### src/rtl/com_pkt_pkg.sv
`default_nettype none

package com_pkt_pkg;

    // ----------------------------------------
    // link identifiers
    // ----------------------------------------
    typedef enum logic [7:0] {
        PID_SYNC = 8'h01,
        PID_CMD  = 8'h1E,
        PID_ACK  = 8'h2D,
        PID_NAK  = 8'hA5,
        PID_STL  = 8'hE1
    } pid_e;

    // result reported with rx_done
    typedef enum logic [3:0] {
        PKT_NONE     = 4'h0,
        PKT_ACK      = 4'h1,
        PKT_NAK      = 4'h2,
        PKT_STL      = 4'h3,
        PKT_DEV_IDX  = 4'h5,
        PKT_DPARAM   = 4'h6,
        PKT_DATA_IDX = 4'h7,
        PKT_ERROR    = 4'hF
    } pkt_type_e;

    // upper nibble of the first payload byte
    typedef enum logic [3:0] {
        HEAD_DATA_IDX = 4'h1,
        HEAD_DPARAM   = 4'h5,
        HEAD_DEV_IDX  = 4'h9
    } head_e;

    typedef enum logic [2:0] {
        ST_HUNT,
        ST_PID,
        ST_LEN,
        ST_DATA,
        ST_CRC,
        ST_ERR,
        ST_DONE
    } rx_state_e;

    // at most one strobe set per byte
    typedef struct packed {
        logic clr;
        logic len_phase;
        logic data_phase;
        logic crc_phase;
    } rx_phase_t;

endpackage

`default_nettype wire

### src/rtl/com_mem_pkg.sv
`default_nettype none

package com_mem_pkg;

    // ----------------------------------------
    // parameter RAM map
    // ----------------------------------------
    localparam logic [7:0] BASE_DEV_IDX  = 8'h10;
    localparam logic [7:0] BASE_DATA_IDX = 8'h20;
    localparam logic [7:0] BASE_DPARAM   = 8'h80;

    // single write port towards the RAM
    typedef struct packed {
        logic       en;
        logic [7:0] addr;
        logic [7:0] data;
    } ram_wr_t;

endpackage

`default_nettype wire

### src/rtl/rx_fsm.sv
`default_nettype none

module rx_fsm import com_pkt_pkg::*; #(
    parameter int MAX_LEN = 64,
    parameter int LEN_W   = 16
) (
    input  wire             clk,
    input  wire             rst,
    input  wire [7:0]       rxd,
    input  wire             done_ack,
    input  wire             cnt_len_last,
    input  wire             cnt_data_last,
    input  wire             len_bad,
    input  wire             crc_ok,
    input  wire             head_bad,
    input  wire pkt_type_e  head_type,
    output rx_phase_t       phase,
    output logic            rx_done,
    output pkt_type_e       pkt_type
);

    rx_state_e state;
    rx_state_e next_state;

    // the length field must be able to carry MAX_LEN
    if (MAX_LEN < 1 || MAX_LEN > (2 ** LEN_W) - 1) begin : g_len_range
        $error("rx_fsm: MAX_LEN does not fit in LEN_W bits");
    end

    always_ff @(posedge clk or posedge rst) begin
        if (rst) begin
            state <= ST_HUNT;
        end else begin
            state <= next_state;
        end
    end

    // ----------------------------------------
    // next state and phase strobes
    // ----------------------------------------
    always_comb begin
        next_state = state;
        phase      = '0;
        case (state)
            ST_HUNT: begin
                phase.clr = 1'b1;
                if (rxd == PID_SYNC) begin
                    next_state = ST_PID;
                end
            end
            ST_PID: begin
                case (rxd)
                    PID_CMD: next_state = ST_LEN;
                    PID_ACK, PID_NAK, PID_STL: next_state = ST_DONE;
                    default: next_state = ST_ERR;
                endcase
            end
            ST_LEN: begin
                phase.len_phase = 1'b1;
                if (cnt_len_last) begin
                    next_state = len_bad ? ST_ERR : ST_DATA;
                end
            end
            ST_DATA: begin
                phase.data_phase = 1'b1;
                if (cnt_data_last) begin
                    next_state = ST_CRC;
                end
            end
            ST_CRC: begin
                phase.crc_phase = 1'b1;
                next_state = (crc_ok && !head_bad) ? ST_DONE : ST_ERR;
            end
            ST_ERR:  next_state = ST_DONE;
            ST_DONE: begin
                if (done_ack) begin
                    next_state = ST_HUNT;
                end
            end
            default: next_state = ST_HUNT;
        endcase
    end

    // ----------------------------------------
    // packet result
    // ----------------------------------------
    always_ff @(posedge clk or posedge rst) begin
        if (rst) begin
            pkt_type <= PKT_NONE;
        end else begin
            case (state)
                ST_HUNT: pkt_type <= PKT_NONE;
                ST_PID: begin
                    case (rxd)
                        PID_ACK: pkt_type <= PKT_ACK;
                        PID_NAK: pkt_type <= PKT_NAK;
                        PID_STL: pkt_type <= PKT_STL;
                        default: pkt_type <= pkt_type;
                    endcase
                end
                ST_CRC: begin
                    if (crc_ok && !head_bad) begin
                        pkt_type <= head_type;  // region decoded by ram_writer
                    end
                end
                ST_ERR:  pkt_type <= PKT_ERROR;
                ST_DONE: begin
                    if (done_ack) begin
                        pkt_type <= PKT_NONE;
                    end
                end
                default: pkt_type <= pkt_type;
            endcase
        end
    end

    assign rx_done = (state == ST_DONE);  // held until done_ack

endmodule

`default_nettype wire

### src/rtl/rx_counter.sv
`default_nettype none

module rx_counter import com_pkt_pkg::*; #(
    parameter int MAX_LEN = 64,
    parameter int LEN_W   = 16
) (
    input  wire              clk,
    input  wire              rst,
    input  wire rx_phase_t   phase,
    input  wire [LEN_W-1:0]  pkt_len,
    output logic [LEN_W-1:0] cnt,
    output logic             len_last,
    output logic             data_last
);

    localparam logic [LEN_W-1:0] CNT_MAX = LEN_W'(MAX_LEN - 1);

    // next phase starts from zero after a terminal byte
    always_ff @(posedge clk or posedge rst) begin
        if (rst) begin
            cnt <= '0;
        end else if (phase.clr || len_last || data_last) begin
            cnt <= '0;
        end else if (phase.len_phase || phase.data_phase) begin
            cnt <= cnt + 1'b1;
        end
    end

    // low length byte
    assign len_last = phase.len_phase && (cnt == LEN_W'(1));

    // CNT_MAX bounds the payload phase in any case
    assign data_last = phase.data_phase &&
                       ((cnt == pkt_len - 1'b1) || (cnt == CNT_MAX));

endmodule

`default_nettype wire

### src/rtl/crc5_check.sv
`default_nettype none

module crc5_check import com_pkt_pkg::*; (
    input  wire            clk,
    input  wire            rst,
    input  wire rx_phase_t phase,
    input  wire [7:0]      rxd,
    output logic           crc_ok
);

    localparam logic [4:0] CRC_INIT = 5'h1F;
    localparam logic [4:0] CRC_POLY = 5'b00101;  // x^5 + x^2 + 1

    logic [4:0] rem;

    // eight steps msb first
    function automatic logic [4:0] crc5_byte(input logic [4:0] crc_in, input logic [7:0] data);
        logic [4:0] crc;
        logic       fb;
        crc = crc_in;
        for (int i = 7; i >= 0; i--) begin
            fb  = crc[4] ^ data[i];
            crc = {crc[3:0], 1'b0};
            if (fb) begin
                crc = crc ^ CRC_POLY;
            end
        end
        return crc;
    endfunction

    always_ff @(posedge clk or posedge rst) begin
        if (rst) begin
            rem <= CRC_INIT;
        end else if (phase.clr) begin
            rem <= CRC_INIT;
        end else if (phase.data_phase) begin
            rem <= crc5_byte(rem, rxd);
        end
    end

    // top three bits of the crc byte are reserved zero
    assign crc_ok = phase.crc_phase && (rxd[7:5] == 3'b000) && (rxd[4:0] == rem);

endmodule

`default_nettype wire

### src/rtl/ram_writer.sv
`default_nettype none

module ram_writer import com_pkt_pkg::*, com_mem_pkg::*; #(
    parameter int MAX_LEN = 64,
    parameter int LEN_W   = 16
) (
    input  wire              clk,
    input  wire              rst,
    input  wire rx_phase_t   phase,
    input  wire [7:0]        rxd,
    input  wire [LEN_W-1:0]  cnt,
    output logic [LEN_W-1:0] pkt_len,
    output logic             len_bad,
    output logic             head_bad,
    output pkt_type_e        head_type,
    output ram_wr_t          ram_wr
);

    localparam logic [15:0] LEN_LIMIT = 16'(MAX_LEN);

    logic [7:0]  len_hi;
    logic [15:0] len_q;
    logic [15:0] len_cand;
    logic        head_ok;
    logic [7:0]  head_base;
    pkt_type_e   head_dec;
    logic [7:0]  base_q;
    logic        first;
    logic        wr_ok;
    logic        wr_en_q;
    logic [7:0]  wr_addr_q;
    logic [7:0]  wr_data_q;

    // ----------------------------------------
    // length field
    // ----------------------------------------
    always_ff @(posedge clk) begin
        if (phase.len_phase && cnt == '0) begin
            len_hi <= rxd;
        end
    end

    always_ff @(posedge clk or posedge rst) begin
        if (rst) begin
            len_q <= '0;
        end else if (phase.clr) begin
            len_q <= '0;
        end else if (phase.len_phase && cnt != '0) begin
            len_q <= {len_hi, rxd};
        end
    end

    // low byte still on rxd during its own cycle
    assign len_cand = (phase.len_phase && cnt != '0) ? {len_hi, rxd} : len_q;
    assign len_bad  = (len_cand == '0) || (len_cand > LEN_LIMIT);
    assign pkt_len  = LEN_W'(len_q);

    // ----------------------------------------
    // header decode
    // ----------------------------------------
    always_comb begin
        head_ok   = 1'b1;
        head_base = BASE_DEV_IDX;
        head_dec  = PKT_DEV_IDX;
        case (head_e'(rxd[7:4]))
            HEAD_DEV_IDX: head_ok = 1'b1;
            HEAD_DATA_IDX: begin
                head_base = BASE_DATA_IDX;
                head_dec  = PKT_DATA_IDX;
            end
            HEAD_DPARAM: begin
                head_base = BASE_DPARAM;
                head_dec  = PKT_DPARAM;
            end
            default: begin
                head_ok  = 1'b0;
                head_dec = PKT_ERROR;
            end
        endcase
    end

    assign first = phase.data_phase && (cnt == '0);

    always_ff @(posedge clk or posedge rst) begin
        if (rst) begin
            head_bad  <= 1'b0;
            head_type <= PKT_NONE;
        end else if (phase.clr) begin
            head_bad  <= 1'b0;
            head_type <= PKT_NONE;
        end else if (first) begin
            head_bad  <= !head_ok;
            head_type <= head_dec;
        end
    end

    always_ff @(posedge clk) begin
        if (first) begin
            base_q <= head_base;
        end
    end

    // ----------------------------------------
    // registered write port
    // ----------------------------------------
    assign wr_ok = first ? head_ok : !head_bad;

    always_ff @(posedge clk or posedge rst) begin
        if (rst) begin
            wr_en_q <= 1'b0;
        end else begin
            wr_en_q <= phase.data_phase && wr_ok;
        end
    end

    always_ff @(posedge clk) begin
        if (phase.data_phase) begin
            wr_addr_q <= (first ? head_base : base_q) + cnt[7:0];  // header at base
            wr_data_q <= rxd;
        end
    end

    assign ram_wr = '{en: wr_en_q, addr: wr_addr_q, data: wr_data_q};

endmodule

`default_nettype wire

### src/rtl/com_rx_top.sv
`default_nettype none

module com_rx_top import com_pkt_pkg::*, com_mem_pkg::*; #(
    parameter int MAX_LEN = 64,
    parameter int LEN_W   = 16
) (
    input  wire              clk,
    input  wire              rst,
    input  wire [7:0]        rxd,
    input  wire              done_ack,
    output logic             rx_done,
    output pkt_type_e        pkt_type,
    output logic [LEN_W-1:0] pkt_len,
    output ram_wr_t          ram_wr
);

    rx_phase_t        phase;
    logic [LEN_W-1:0] cnt;
    logic             len_last;
    logic             data_last;
    logic             len_bad;
    logic             head_bad;
    pkt_type_e        head_type;
    logic             crc_ok;

    rx_fsm #(
        .MAX_LEN (MAX_LEN),
        .LEN_W   (LEN_W)
    ) u_fsm (
        .clk           (clk),
        .rst           (rst),
        .rxd           (rxd),
        .done_ack      (done_ack),
        .cnt_len_last  (len_last),
        .cnt_data_last (data_last),
        .len_bad       (len_bad),
        .crc_ok        (crc_ok),
        .head_bad      (head_bad),
        .head_type     (head_type),
        .phase         (phase),
        .rx_done       (rx_done),
        .pkt_type      (pkt_type)
    );

    rx_counter #(
        .MAX_LEN (MAX_LEN),
        .LEN_W   (LEN_W)
    ) u_counter (
        .clk       (clk),
        .rst       (rst),
        .phase     (phase),
        .pkt_len   (pkt_len),
        .cnt       (cnt),
        .len_last  (len_last),
        .data_last (data_last)
    );

    crc5_check u_crc (
        .clk    (clk),
        .rst    (rst),
        .phase  (phase),
        .rxd    (rxd),
        .crc_ok (crc_ok)
    );

    ram_writer #(
        .MAX_LEN (MAX_LEN),
        .LEN_W   (LEN_W)
    ) u_writer (
        .clk       (clk),
        .rst       (rst),
        .phase     (phase),
        .rxd       (rxd),
        .cnt       (cnt),
        .pkt_len   (pkt_len),
        .len_bad   (len_bad),
        .head_bad  (head_bad),
        .head_type (head_type),
        .ram_wr    (ram_wr)
    );

endmodule

`default_nettype wire

### config.mk
export PLATFORM = sky130hd
export DESIGN_NAME = com_rx_top
export DESIGN_NICKNAME = d
export VERILOG_FILES = /design/src/rtl/com_pkt_pkg.sv /design/src/rtl/com_mem_pkg.sv /design/src/rtl/rx_fsm.sv /design/src/rtl/rx_counter.sv /design/src/rtl/crc5_check.sv /design/src/rtl/ram_writer.sv /design/src/rtl/com_rx_top.sv
export SDC_FILE = /design/constraint.sdc
export NUM_CORES = 1
export LEC_CHECK = 0
export BUFFER_PORTS_ARGS = -buffer_cell sky130_fd_sc_hd__buf_2
export CAP_MARGIN = 40
export CORE_MARGIN = 8
export CORE_UTILIZATION = 55
export CTS_CLUSTER_SIZE = 24
export DETAILED_ROUTE_END_ITERATION = 12
export GPL_TIMING_DRIVEN = 0
export PLACE_DENSITY = 0.76
export RECOVER_POWER = 100
export SYNTH_ARGS = -nofsm -noshare
export SYNTH_HDL_FRONTEND = slang
export SYNTH_SLANG_ARGS = --single-unit
### constraint.sdc
create_clock -name clk -period 4.6 [get_ports clk]
set_input_delay 0.69 -clock clk [delete_from_list [all_inputs] [get_ports clk]]
set_output_delay 0.69 -clock clk [all_outputs]
set_load 0.02 [all_outputs]
==> impl_results.md, run 1 <==
- Leak Pwr: 2.191 nW
- CP Max Fanout: 11
- 1st-pass router iterations: 5
- Final setup fails: 0
- Avg Vias per Cell: 5.915
- Syn nets: 519
- Core Footprint: 8636 sq um
- Asr flop ratio synth: 60.98%
- CTS HTree Levels: 3
- Number of synthesized flops with an enable pin: 24
- Die W: 109.8 microns
- Drc violations: 0
- Critical Path Start Type: flip-flop
- Hold crit path type: in2async
- Synth Instances: 496
- Fin. max-slew vios: 32
- Die Footprint: 12050 sq um
- Fmax: 240.4 MHz
- Post-route ant nets: 0
- Mux share of post-synthesis cell area: 3.776%
- Hold_ws: 460.7 ps
- CP required: 4720 ps
- Initial DRC count: 249
- Max-slew headroom: -18.45%
- Grt total ovfl: 0
- Met3 usage: 4.513%
- Avg WL per Cell: 18.14 microns
- Largest net degree at the start of global routing: 32
- Unrepaired setup endpoints after global routing: false
- Pwr dens: 310.6 nW/um^2
- WS Path Type: reg2reg
- Starting density of the core: 56.03%
- Status: finished, violations left
- Min Tclk post-route: 4159 ps
- Initial antenna violation count: 0
- Antenna Cells: 0
- Synth Register Bits: 82
- Main combinational cell family by area after synthesis: simple AND/OR/NAND/NOR gates
- Distinct cell type count after synthesis: 72
- Num CTS Buffers: 9
- Number of global-route vias before repair: 4056
- Synth Area per Inst: 9.755 sq um
- Synth Area in Compound Gates: 11.64%
- Setup bufs post-CTS: 0
- Worst IR drop on VDD: 0.0002935 V
- Post-DP HPWL: 9.006 mm
- CTS tree: yes
- Rows: 34
- Met1 GRT Util: 27.37%
- Max-cap violations: 1
- Seq/Total Area, Yosys: 44.19%
- Max Clock Skew: 15.09 ps
- Period utilization: 90.42%
- Worst R2R Path Depth: 17
- Clk sink count: 82
- Synth Area in Adders: 3.258%
- Crit end category: flip-flop
- Nets: 581
- Arr. time, crit path: 4280 ps
- CTS root buf: clkbuf_8
- I/O pin count: 49
- Skew-Pair Late Insertion Delay: 370 ps
- CTS clock-pin slew for the worst setup and hold paths: 100 ps
- I/O Buffers: 48
- Drt total wl: 12.17 mm
- Final hold vios: 0
- Failing checks: capacitance limit, slew limit
- Warnings, synthesis: 0
- First-pass GRT wire length: 20.11 mm
- Die span in y: 109.8 microns
- Ys flop type: dfrtp_1
- Max clock buf depth: 2
- Fill cells: 737
- Xor/xnor share of the synthesized area: 11.04%
- Least-Margin Pin Slew: 1777 ps
- Layer with the highest usage: met2
- Global Route Usage Sum: 21.41%
- Layout cell share with drive strength beyond 1: 9.059%
- Simple-gate share of the synthesized area: 21.67%
- Post-layout util: 61.58%
- Layout area overhead: 9.904%
- GRT met2 Usage: 34.89%
- Routability cong.: 0.9007
- Mapped Area: 4838 sq um
- Vias: 3969
==> worst max-delay path: stages (launching register included) <==
cell and delay (ps):
dfrtp_1 370, clkbuf_1 390, nor2_1 260, nand2_2 280
clkinvlp_4 330, nand3_1 230, clkbuf_1 380, nand2_1 180
inv_1 100, ha_1 220, a21o_1 170, a21oi_1 250
o21bai_1 100, a21oi_1 230, nor2b_1 70, o21ai_0 150
nand2b_1 90, xnor2_1 130
==> Yosys cell counts (3+ instances only) <==
| cell type | count | area (sq um) |
|---|---|---|
| a21o_1 | 5 | 37.54 |
| a21oi_1 | 23 | 115.1 |
| a31oi_1 | 4 | 25.02 |
| and2_1 | 7 | 43.79 |
| and3_1 | 4 | 25.02 |
| buf_2 | 3 | 15.01 |
| clkbuf_1 | 22 | 82.58 |
| dfrtp_1 | 45 | 1126 |
| dfstp_2 | 5 | 131.4 |
| dfxtp_1 | 8 | 160.2 |
| edfxtp_1 | 24 | 720.7 |
| ha_1 | 11 | 137.6 |
| inv_1 | 18 | 67.56 |
| mux2i_1 | 16 | 160.2 |
| nand2_1 | 38 | 142.6 |
| nand2b_1 | 6 | 37.54 |
| nand3_1 | 17 | 85.08 |
| nand4_1 | 7 | 43.79 |
| nor2_1 | 48 | 180.2 |
| nor2_2 | 10 | 62.56 |
| nor3_1 | 12 | 60.06 |
| nor3b_1 | 3 | 22.52 |
| nor4_1 | 10 | 62.56 |
| o21a_1 | 3 | 22.52 |
| o21ai_0 | 17 | 85.08 |
| o21bai_1 | 3 | 22.52 |
| o31ai_1 | 4 | 30.03 |
| or3_1 | 3 | 18.77 |
| or4_1 | 3 | 22.52 |
| xnor2_1 | 39 | 341.6 |
| xor2_1 | 22 | 192.7 |
==> state kept, by name, indices dropped and copies added, names as in the netlist <==
signal and flops:
u_counter.cnt 16, u_crc.rem 5, u_fsm.pkt_type 4, u_fsm.state 3
u_writer.base_q 8, u_writer.head_bad 1, u_writer.head_type 4, u_writer.len_hi 8
u_writer.pkt_len 16, u_writer.wr_addr_q 8, u_writer.wr_data_q 8, u_writer.wr_en_q 1
==> through the flow <==
step                instance area [sq um]  worst slack [ps]  TNS [ps]  std cells  total power (W)
CTS                                  5438             99.72         0        670         0.001661
global placement                     5214             107.7         0        652         0.001134
finish                               5318             440.8         0        671         0.001652
detailed placement                   5239            -22.33    -22.33        654         0.001146
global route                         5318             46.93         0        671         0.001727
floorplan                            4838              1048         0        496         0.001089
==> what timing repair did <==
item,in CTS,in global routing
resized for setup,1,1
hold buffers,0,0
endpoints found under the setup margin,1,2
gates cloned,0,1
hold endpoints to repair,0,0
==> metal layers <==
| metal | routed length [microns] | part of all wire, % |
|---|---|---|
| met5 | 0 | 0 |
| met1 | 5301 | 44 |
| met2 | 5847 | 48 |
| met3 | 770 | 6.3 |
| met4 | 255 | 2.1 |
==> final cells by class <==
type / instances / area (sq um) / share of cell area, %
clock buffers: 10 / 148.9 / 2.800
well taps: 108 / 135.1 / 2.541
flip-flops and latches: 82 / 2138 / 40.21
multi-input cells: 364 / 2444 / 45.95
plain buffers: 31 / 133.9 / 2.518
repair buffers: 50 / 191.4 / 3.600
clock inverters: 6 / 46.29 / 0.8706
repair inverters: 1 / 5.005 / 0.09412
inverters: 19 / 75.07 / 1.412
==> final timing paths <==
| path | endpoint | from | slack [ps] |
|---|---|---|---|
| worst max-delay path | u_writer.wr_addr_q[7] | u_fsm.state[2] | 440 |
| worst min-delay path | u_writer.pkt_len[8] | rst | 460 |
| worst max register to register | u_writer.wr_addr_q[7] | u_fsm.state[2] | 440 |
| worst min register to register | u_writer.base_q[3] | u_writer.base_q[3] | 490 |
| max in group asynchronous | u_counter.cnt[8] | rst | 2020 |
| min in group clk | u_writer.base_q[3] | u_writer.base_q[3] | 490 |
==> power by group <==
| group | internal, W | switching (W) | total (W) |
|---|---|---|---|
| sequential | 0.000804 | 0.0000302 | 0.000834 |
| clock | 0.000233 | 0.000289 | 0.000522 |
| combinational | 0.000145 | 0.000151 | 0.000296 |
| total | 0.00118 | 0.000470 | 0.00165 |
==> cell families after synthesis <==
logic type,Yosys count
buffers and inverters,50
multiplexers,18
AND/OR/NAND/NOR,190
flip-flops,82
adder cells (fa/ha/maj),12
XOR/XNOR,61
AO/OA/AOI/OAI,83
==> layout by cell type (no fill, tap or decap), types with 3 or more instances in the layout <==
cell       n
dfxtp_1    8
clkbuf_8   9
o21a_1     3
nand3_1   17
xnor2_1   39
clkbuf_1  72
o21bai_1   3
dfrtp_1   45
xor2_1    22
or3_1      3
ha_1      11
nand2b_1   6
buf_2      4
edfxtp_1  24
nor2_1    53
a21o_1     5
mux2i_1   16
dfstp_2    5
a31oi_1    4
nand4_1    7
nor4b_1    3
o21ai_0   17
and2_0     4
nor4_1    10
or4_1      3
nor3_1    12
and3_1     4
nor2_2     5
nand2_1   37
a21oi_1   24
nor3b_1    3
inv_1     18
o31ai_1    4
and2_1     3
No activity file was read; power rests on OpenSTA's default activity.
==> inputs of run 2 (changes only) <==
==> constraint.sdc (replaced) <==
create_clock -name clk -period 4.6 [get_ports clk]
set_input_delay 1.38 -clock clk [delete_from_list [all_inputs] [get_ports clk]]
set_output_delay 1.38 -clock clk [all_outputs]
set_load 0.02 [all_outputs]
==> run 2 against run 1 <==
The flow still finishes with violations (capacitance limit, slew limit); routed wire length is 0.15% higher; die area stayed put; sequential share of layout area stayed put; sequential power hardly changed; core utilization stayed put; critical path depth stayed put; critical endpoint unchanged.
==> impl_results.md, run 2 (synthesis gave the netlist of run 1 again) <==
- Min Tclk post-route: 4181 ps (was 4159 ps)
- Num CTS Buffers: 9 (unchanged)
- Clk pwr share: 31.6% (about the same)
- Layout cell share with drive strength beyond 1: 9.236% (was 9.059%)
- Drc violations: 0 (unchanged)
- Avg WL per Cell: 18.17 microns (was 18.14 microns)
- Most frequent cells in the layout: clkbuf_1, nor2_1, dfrtp_1, xnor2_1, nand2_1 (unchanged)
- CTS root buf: clkbuf_8 (unchanged)
- WS Path Type: reg2reg (unchanged)
- Vias: 3974 (was 3969)
- Layout area overhead: 9.904% (unchanged)
- Pwr dens: 310.5 nW/um^2 (was 310.6 nW/um^2)
- Period utilization: 90.90% (was 90.42%)
- Critical Path Start Type: flip-flop (unchanged)
- Max-cap violations: 1 (unchanged)
- Arr. time, crit path: 4300 ps (was 4280 ps)
- Cells after DPL: 654 (unchanged)
- Drt total wl: 12.19 mm (was 12.17 mm)
- Hold_ws: 485.1 ps (was 460.7 ps)
- Initial antenna violation count: 0 (unchanged)
- Fin. max-slew vios: 32 (unchanged)
- Antenna Cells: 0 (unchanged)
- Internal Power: 0.001182 W (about the same)
- Fmax: 239.2 MHz (was 240.4 MHz)
- DP Area: 5239 sq um (unchanged)
- Setup WS pre-CTS: -22.33 ps (unchanged)
- Max-slew headroom: -17.64% (was -18.45%)
- Leak Pwr: 2.188 nW (was 2.191 nW)
- Post-DP HPWL: 9.006 mm (unchanged)
- Max Clock Skew: 14.97 ps (was 15.09 ps)
- Reg power frac: 50.5% (about the same)
- Unrepaired setup endpoints after global routing: false (unchanged)
- CTS HTree Levels: 3 (unchanged)
- Starting density of the core: 56.03% (unchanged)
- Failing checks: capacitance limit, slew limit (unchanged)
- Post-route ant nets: 0 (unchanged)
- Die Footprint: 12050 sq um (unchanged)
- Rows: 34 (unchanged)
- CP Max Fanout: 11 (unchanged)
- Total chip power: 0.001651 W (was 0.001652 W)
- Final setup fails: 0 (unchanged)
- Skew-Pair Late Insertion Delay: 370 ps (about the same)
- Die span in y: 109.8 microns (unchanged)
- Fin cells: 671 (unchanged)
- Max clock buf depth: 2 (unchanged)
- I/O Buffers: 48 (unchanged)
- Finished Cell Area: 5318 sq um (unchanged)
- CTS tree: yes (unchanged)
- Status: finished, violations left (unchanged)
- CP required: 4710 ps (was 4720 ps)
- Hold crit path type: reg2reg (was in2async)
- Setup bufs post-CTS: 0 (unchanged)
- Comb power frac: 17.9% (about the same)
- Sw frac: 28.43% (was 28.44%)
- Final hold vios: 0 (unchanged)
- CTS clock-pin slew for the worst setup and hold paths: 80 ps (was 100 ps)
- Global Route Usage Sum: 21.41% (unchanged)
- Avg Vias per Cell: 5.923 (was 5.915)
- Largest net degree at the start of global routing: 32 (unchanged)
- Clk sink count: 82 (unchanged)
- Number of global-route vias before repair: 4056 (unchanged)
- Most common cell after layout, fill and taps aside: clkbuf_1 (unchanged)
- Nets: 581 (unchanged)
- Least-Margin Pin Slew: 1765 ps (was 1777 ps)
- Setup ws final: 418.8 ps (was 440.8 ps)
- Die W: 109.8 microns (unchanged)
- Net switching power: 0.0004694 W (was 0.0004697 W)
- I/O pin count: 49 (unchanged)
- Initial DRC count: 251 (was 249)
- 1st-pass router iterations: 5 (unchanged)
- Worst IR drop on VDD: 0.0002934 V (was 0.0002935 V)
- Routability cong.: 0.9007 (unchanged)
- First-pass GRT wire length: 20.11 mm (unchanged)
- Crit end category: flip-flop (unchanged)
- Grt total ovfl: 0 (unchanged)
- Core Footprint: 8636 sq um (unchanged)
==> run 2: final timing paths <==
kind | from | to | slack, ps | depth (start not counted)
worst min register to register | u_writer.base_q[3] | u_writer.base_q[3] | 490 | 1
max in group asynchronous | rst | u_counter.cnt[8] | 1340 | 3
worst min-delay path | u_writer.base_q[3] | u_writer.base_q[3] | 490 | 1
min in group asynchronous | rst | u_writer.pkt_len[15] | 1150 | 2
worst max-delay path | u_fsm.state[2] | u_writer.wr_addr_q[7] | 420 | 17
worst max register to register | u_fsm.state[2] | u_writer.wr_addr_q[7] | 420 | 17
==> run 2: power groups by stage <==
stage / clock network, W / logic [W] / registers, W
finish: 0.000521 / 0.000296 / 0.000834
global route: 0.000557 / 0.000333 / 0.000838
CTS: 0.000529 / 0.000299 / 0.000833
detailed placement: 0 / 0.000297 / 0.000848
global placement: 0 / 0.000288 / 0.000846
floorplan: 0 / 0.000239 / 0.000850
==> run 2: metrics by stage <==
stage | TNS, ps | utilization (%)
after detailed placement | -22.33 | 60.66
after CTS | 0 | 62.97
after global routing | 0 | 61.58
after floorplan | 0 | -
final | 0 | 61.58
after global placement | 0 | 60.37
==> run 2: critical path: stages (launching register included) <==
cell and delay (ps):
dfrtp_1 370, clkbuf_1 410, nor2_1 260, nand2_2 280, clkinvlp_4 330, nand3_1 230, clkbuf_1 370, nand2_1 170
inv_1 100, ha_1 220, a21o_1 170, a21oi_1 250, o21bai_1 100, a21oi_1 230, nor2b_1 70, o21ai_0 150
nand2b_1 90, xnor2_1 130
==> run 2: layer usage <==
layer  global-route usage (%)  part of all wire (%)  vias up
met2                    34.89                    48      143
met4                    8.004                   2.1        0
li1                         -                     -     1874
met1                    27.37                    43     1927
met3                    4.513                   6.6       30
met5                        0                     0        -
==> run 2: final cells by class <==
| cell class | instances | area [sq um] |
|---|---|---|
| Buffer | 31 | 133.9 |
| Clock buffer | 10 | 148.9 |
| Clock inverter | 6 | 46.29 |
| Fill cell | 737 | 3318 |
| Inverter | 19 | 75.07 |
| Multi-Input combinational cell | 364 | 2444 |
| Sequential cell | 82 | 2138 |
| Tap cell | 108 | 135.1 |
| Timing Repair Buffer | 50 | 191.4 |
| Timing Repair inverter | 1 | 5.005 |
==> run 2: repair_timing <==
item	CTS	global route
gates resized for setup	1	1
pin swaps	0	0
endpoints found under the setup margin	1	2
gates cloned	0	1
hold buffers	0	0
==> inputs of run 3 (changes only) <==
--- a/config.mk
+++ b/config.mk
@@ -12,8 +12,9 @@
 export CTS_CLUSTER_SIZE = 24
 export DETAILED_ROUTE_END_ITERATION = 12
 export GPL_TIMING_DRIVEN = 0
-export PLACE_DENSITY = 0.76
+export PLACE_DENSITY = 0.86
 export RECOVER_POWER = 100
+export SKIP_LAST_GASP = 1
 export SYNTH_ARGS = -nofsm -noshare
 export SYNTH_HDL_FRONTEND = slang
 export SYNTH_SLANG_ARGS = --single-unit
==> run 3 against run 2 <==
Maximum frequency grew 2.9%; the flow still finishes with violations (capacitance limit, slew limit); first-iteration DRC count increased by 52%; flip-flop and latch count did not move; final area increased by 1.7%; sequential power barely moved; die area stayed put; critical path type unchanged; hold slack worse by 7.1 ps; core utilization grew 1.1 points; global-route usage rose by 0.40 points; count of clock-buffer cells in the layout unchanged.
==> impl_results.md, run 3 (synthesis gave the netlist of run 1 again) <==
- Status: finished, violations left (unchanged)
- Failing checks: capacitance limit, slew limit (unchanged)
- CTS HTree Levels: 3 (unchanged)
- Pwr dens: 330.1 nW/um^2 (was 310.5 nW/um^2)
- CTS clock-pin slew for the worst setup and hold paths: 90 ps (was 80 ps)
- Max-slew headroom: -8.307% (was -17.64%)
- Max-cap violations: 1 (unchanged)
- Register area: 2138 sq um (unchanged)
- Register-to-Register Setup Slack: 540 ps (was 420 ps)
- Antenna Cells: 0 (unchanged)
- Global Route Usage Sum: 21.81% (was 21.41%)
- Total chip power: 0.001786 W (was 0.001651 W)
- Routability cong.: 0.9727 (was 0.9007)
- Crit end category: flip-flop (unchanged)
- First-pass GRT wire length: 20.68 mm (was 20.11 mm)
- Critical Path Start Type: flip-flop (unchanged)
- Skew-Pair Late Insertion Delay: 380 ps (was 370 ps)
- Starting density of the core: 56.03% (unchanged)
- Die span in y: 109.8 microns (unchanged)
- Hold crit path type: reg2reg (unchanged)
- Fin cells: 674 (was 671)
- Arr. time, crit path: 4180 ps (was 4300 ps)
- Worst IR drop on VDD: 0.0003250 V (was 0.0002934 V)
- Final hold vios: 0 (unchanged)
- Hold_buf cts: 0 (unchanged)
- 1st-pass router iterations: 7 (was 5)
- CP required: 4720 ps (was 4710 ps)
- Largest net degree at the start of global routing: 31 (was 32)
- Layout cell share with drive strength beyond 1: 10.25% (was 9.236%)
- Fin. max-slew vios: 31 (was 32)
- Number of global-route vias before repair: 4086 (was 4056)
- Final setup fails: 0 (unchanged)
- CTS tree: yes (unchanged)
- Area occupied by multi-input gates: 2469 sq um (was 2444 sq um)
- Drt total wl: 12.13 mm (was 12.19 mm)
- Core Footprint: 8636 sq um (unchanged)
- Slowest stage cell, crit path: dfrtp_1 (was clkbuf_1)
- Die Footprint: 12050 sq um (unchanged)
- Layout area overhead: 11.82% (was 9.904%)
- DP Area: 5239 sq um (unchanged)
- Fmax: 246.1 MHz (was 239.2 MHz)
- Fill cells: 726 (was 737)
- Cells after DPL: 654 (unchanged)
- Initial DRC count: 382 (was 251)
- WS Path Type: reg2reg (unchanged)
- Grt total ovfl: 0 (unchanged)
- Min Tclk post-route: 4064 ps (was 4181 ps)
- Drc violations: 0 (unchanged)
- Worst path cell trace: clkbuf_1, nor2_1, nand2_1, clkinvlp_4, nand3_1, clkbuf_1, nand2_1, inv_1, ha_1, a21o_1, a21oi_1, o21bai_1, a21oi_1, nor2b_1, o21ai_0, nand2b_1, xnor2_1 (was clkbuf_1, nor2_1, nand2_2, clkinvlp_4, nand3_1, clkbuf_1, nand2_1, inv_1, ha_1, a21o_1, a21oi_1, o21bai_1, a21oi_1, nor2b_1, o21ai_0, nand2b_1, xnor2_1)
- Avg Vias per Cell: 6.065 (was 5.923)
- I/O pin count: 49 (unchanged)
- I/O Buffers: 48 (unchanged)
- Least-Margin Pin Slew: 1625 ps (was 1765 ps)
- Max Clock Skew: 22.18 ps (was 14.97 ps)
- CP Max Fanout: 10 (was 11)
- Rows: 34 (unchanged)
- Post-route ant nets: 0 (unchanged)
- Die W: 109.8 microns (unchanged)
- CP max stage delay: 370 ps (was 410 ps)
- Post-DP HPWL: 8.892 mm (was 9.006 mm)
- Avg WL per Cell: 17.99 microns (was 18.17 microns)
- Max clock buf depth: 2 (unchanged)
- Num CTS Buffers: 9 (unchanged)
- Initial antenna violation count: 0 (unchanged)
- CTS root buf: clkbuf_8 (unchanged)
- Leak Pwr: 2.238 nW (was 2.188 nW)
- Vias: 4088 (was 3974)
- Most frequent cells in the layout: clkbuf_1, nor2_1, dfrtp_1, xnor2_1, nand2_1 (unchanged)
- Finished Cell Area: 5410 sq um (was 5318 sq um)
- Clk sink count: 82 (unchanged)
- Total negative slack: 0 ps (unchanged)
- Period utilization: 88.34% (was 90.90%)
- Most common cell after layout, fill and taps aside: clkbuf_1 (unchanged)
- Unrepaired setup endpoints after global routing: false (unchanged)
- Nets: 584 (was 581)
run 3: cell count changes in the layout (fill, tap and decap cells not counted), moves of 2 or more:
cell,before,now
and2_1,3,1
and2_0,4,6
nor2_2,5,10
inv_8,0,2
bufinv_16,0,2
clkbuf_1,72,75
nor2_1,53,48
clkinv_4,2,0
run 3: power by group:
part           internal, W  total, W  switching, W
sequential        0.000804  0.000835     0.0000314
clock             0.000350  0.000647      0.000297
combinational     0.000145  0.000303      0.000158
run 3: routing by layer:
metal	part of all wire [%]	GRT usage [%]	up-vias
li1	-	-	1881
met1	42	28.82	1958
met2	48	34.67	217
met3	8.3	4.103	32
met4	2.4	8.390	0
met5	0	0	-
run 3: timing repair:
action	in CTS	in global routing
buffers inserted	0	3
endpoints found under the setup margin	0	3
hold endpoints to repair	0	0
gates resized for setup	0	1
run 3: path summary, 6_finish.rpt:
kind / cells after the start / start / end
setup reg to reg: 17 / u_fsm.state[2] / u_writer.wr_addr_q[7]
max in group asynchronous: 3 / rst / u_counter.cnt[7]
hold / removal: 1 / u_writer.base_q[7] / u_writer.base_q[7]
setup / recovery: 17 / u_fsm.state[2] / u_writer.wr_addr_q[7]
hold reg to reg: 1 / u_writer.base_q[7] / u_writer.base_q[7]
min in group asynchronous: 2 / rst / u_writer.pkt_len[7]
run 3: stage by stage:
stage	hold WS (ps)	utilization, %	setup slack, ps
after global routing	497.2	62.65	121.1
after global placement	444.3	60.37	159.9
final	478.0	62.65	536.2
after detailed placement	453.0	60.66	59.74
after CTS	476.8	63.55	29.70
after floorplan	431.9	-	1048
run 3: area by class of cell:
type / instances / share of cell area (%)
multi-input combinational: 364 / 45.63
clock inverter: 6 / 1.850
clock buffer: 10 / 2.752
timing repair buffer: 53 / 3.816
tap: 108 / 2.498
timing repair inverter: 1 / 0.09251
buffer: 31 / 2.451
sequential: 82 / 39.52
inverter: 19 / 1.388
run 3: critical path, delay by kind of cell, from the launching register on:
family | cells | cell delay [ps]
XOR/XNOR | 1 | 130
AO/OA/AOI/OAI | 5 | 860
flip-flops | 1 | 370
buffers and inverters | 4 | 1100
AND/OR/NAND/NOR | 6 | 1120
adder cells (fa/ha/maj) | 1 | 230
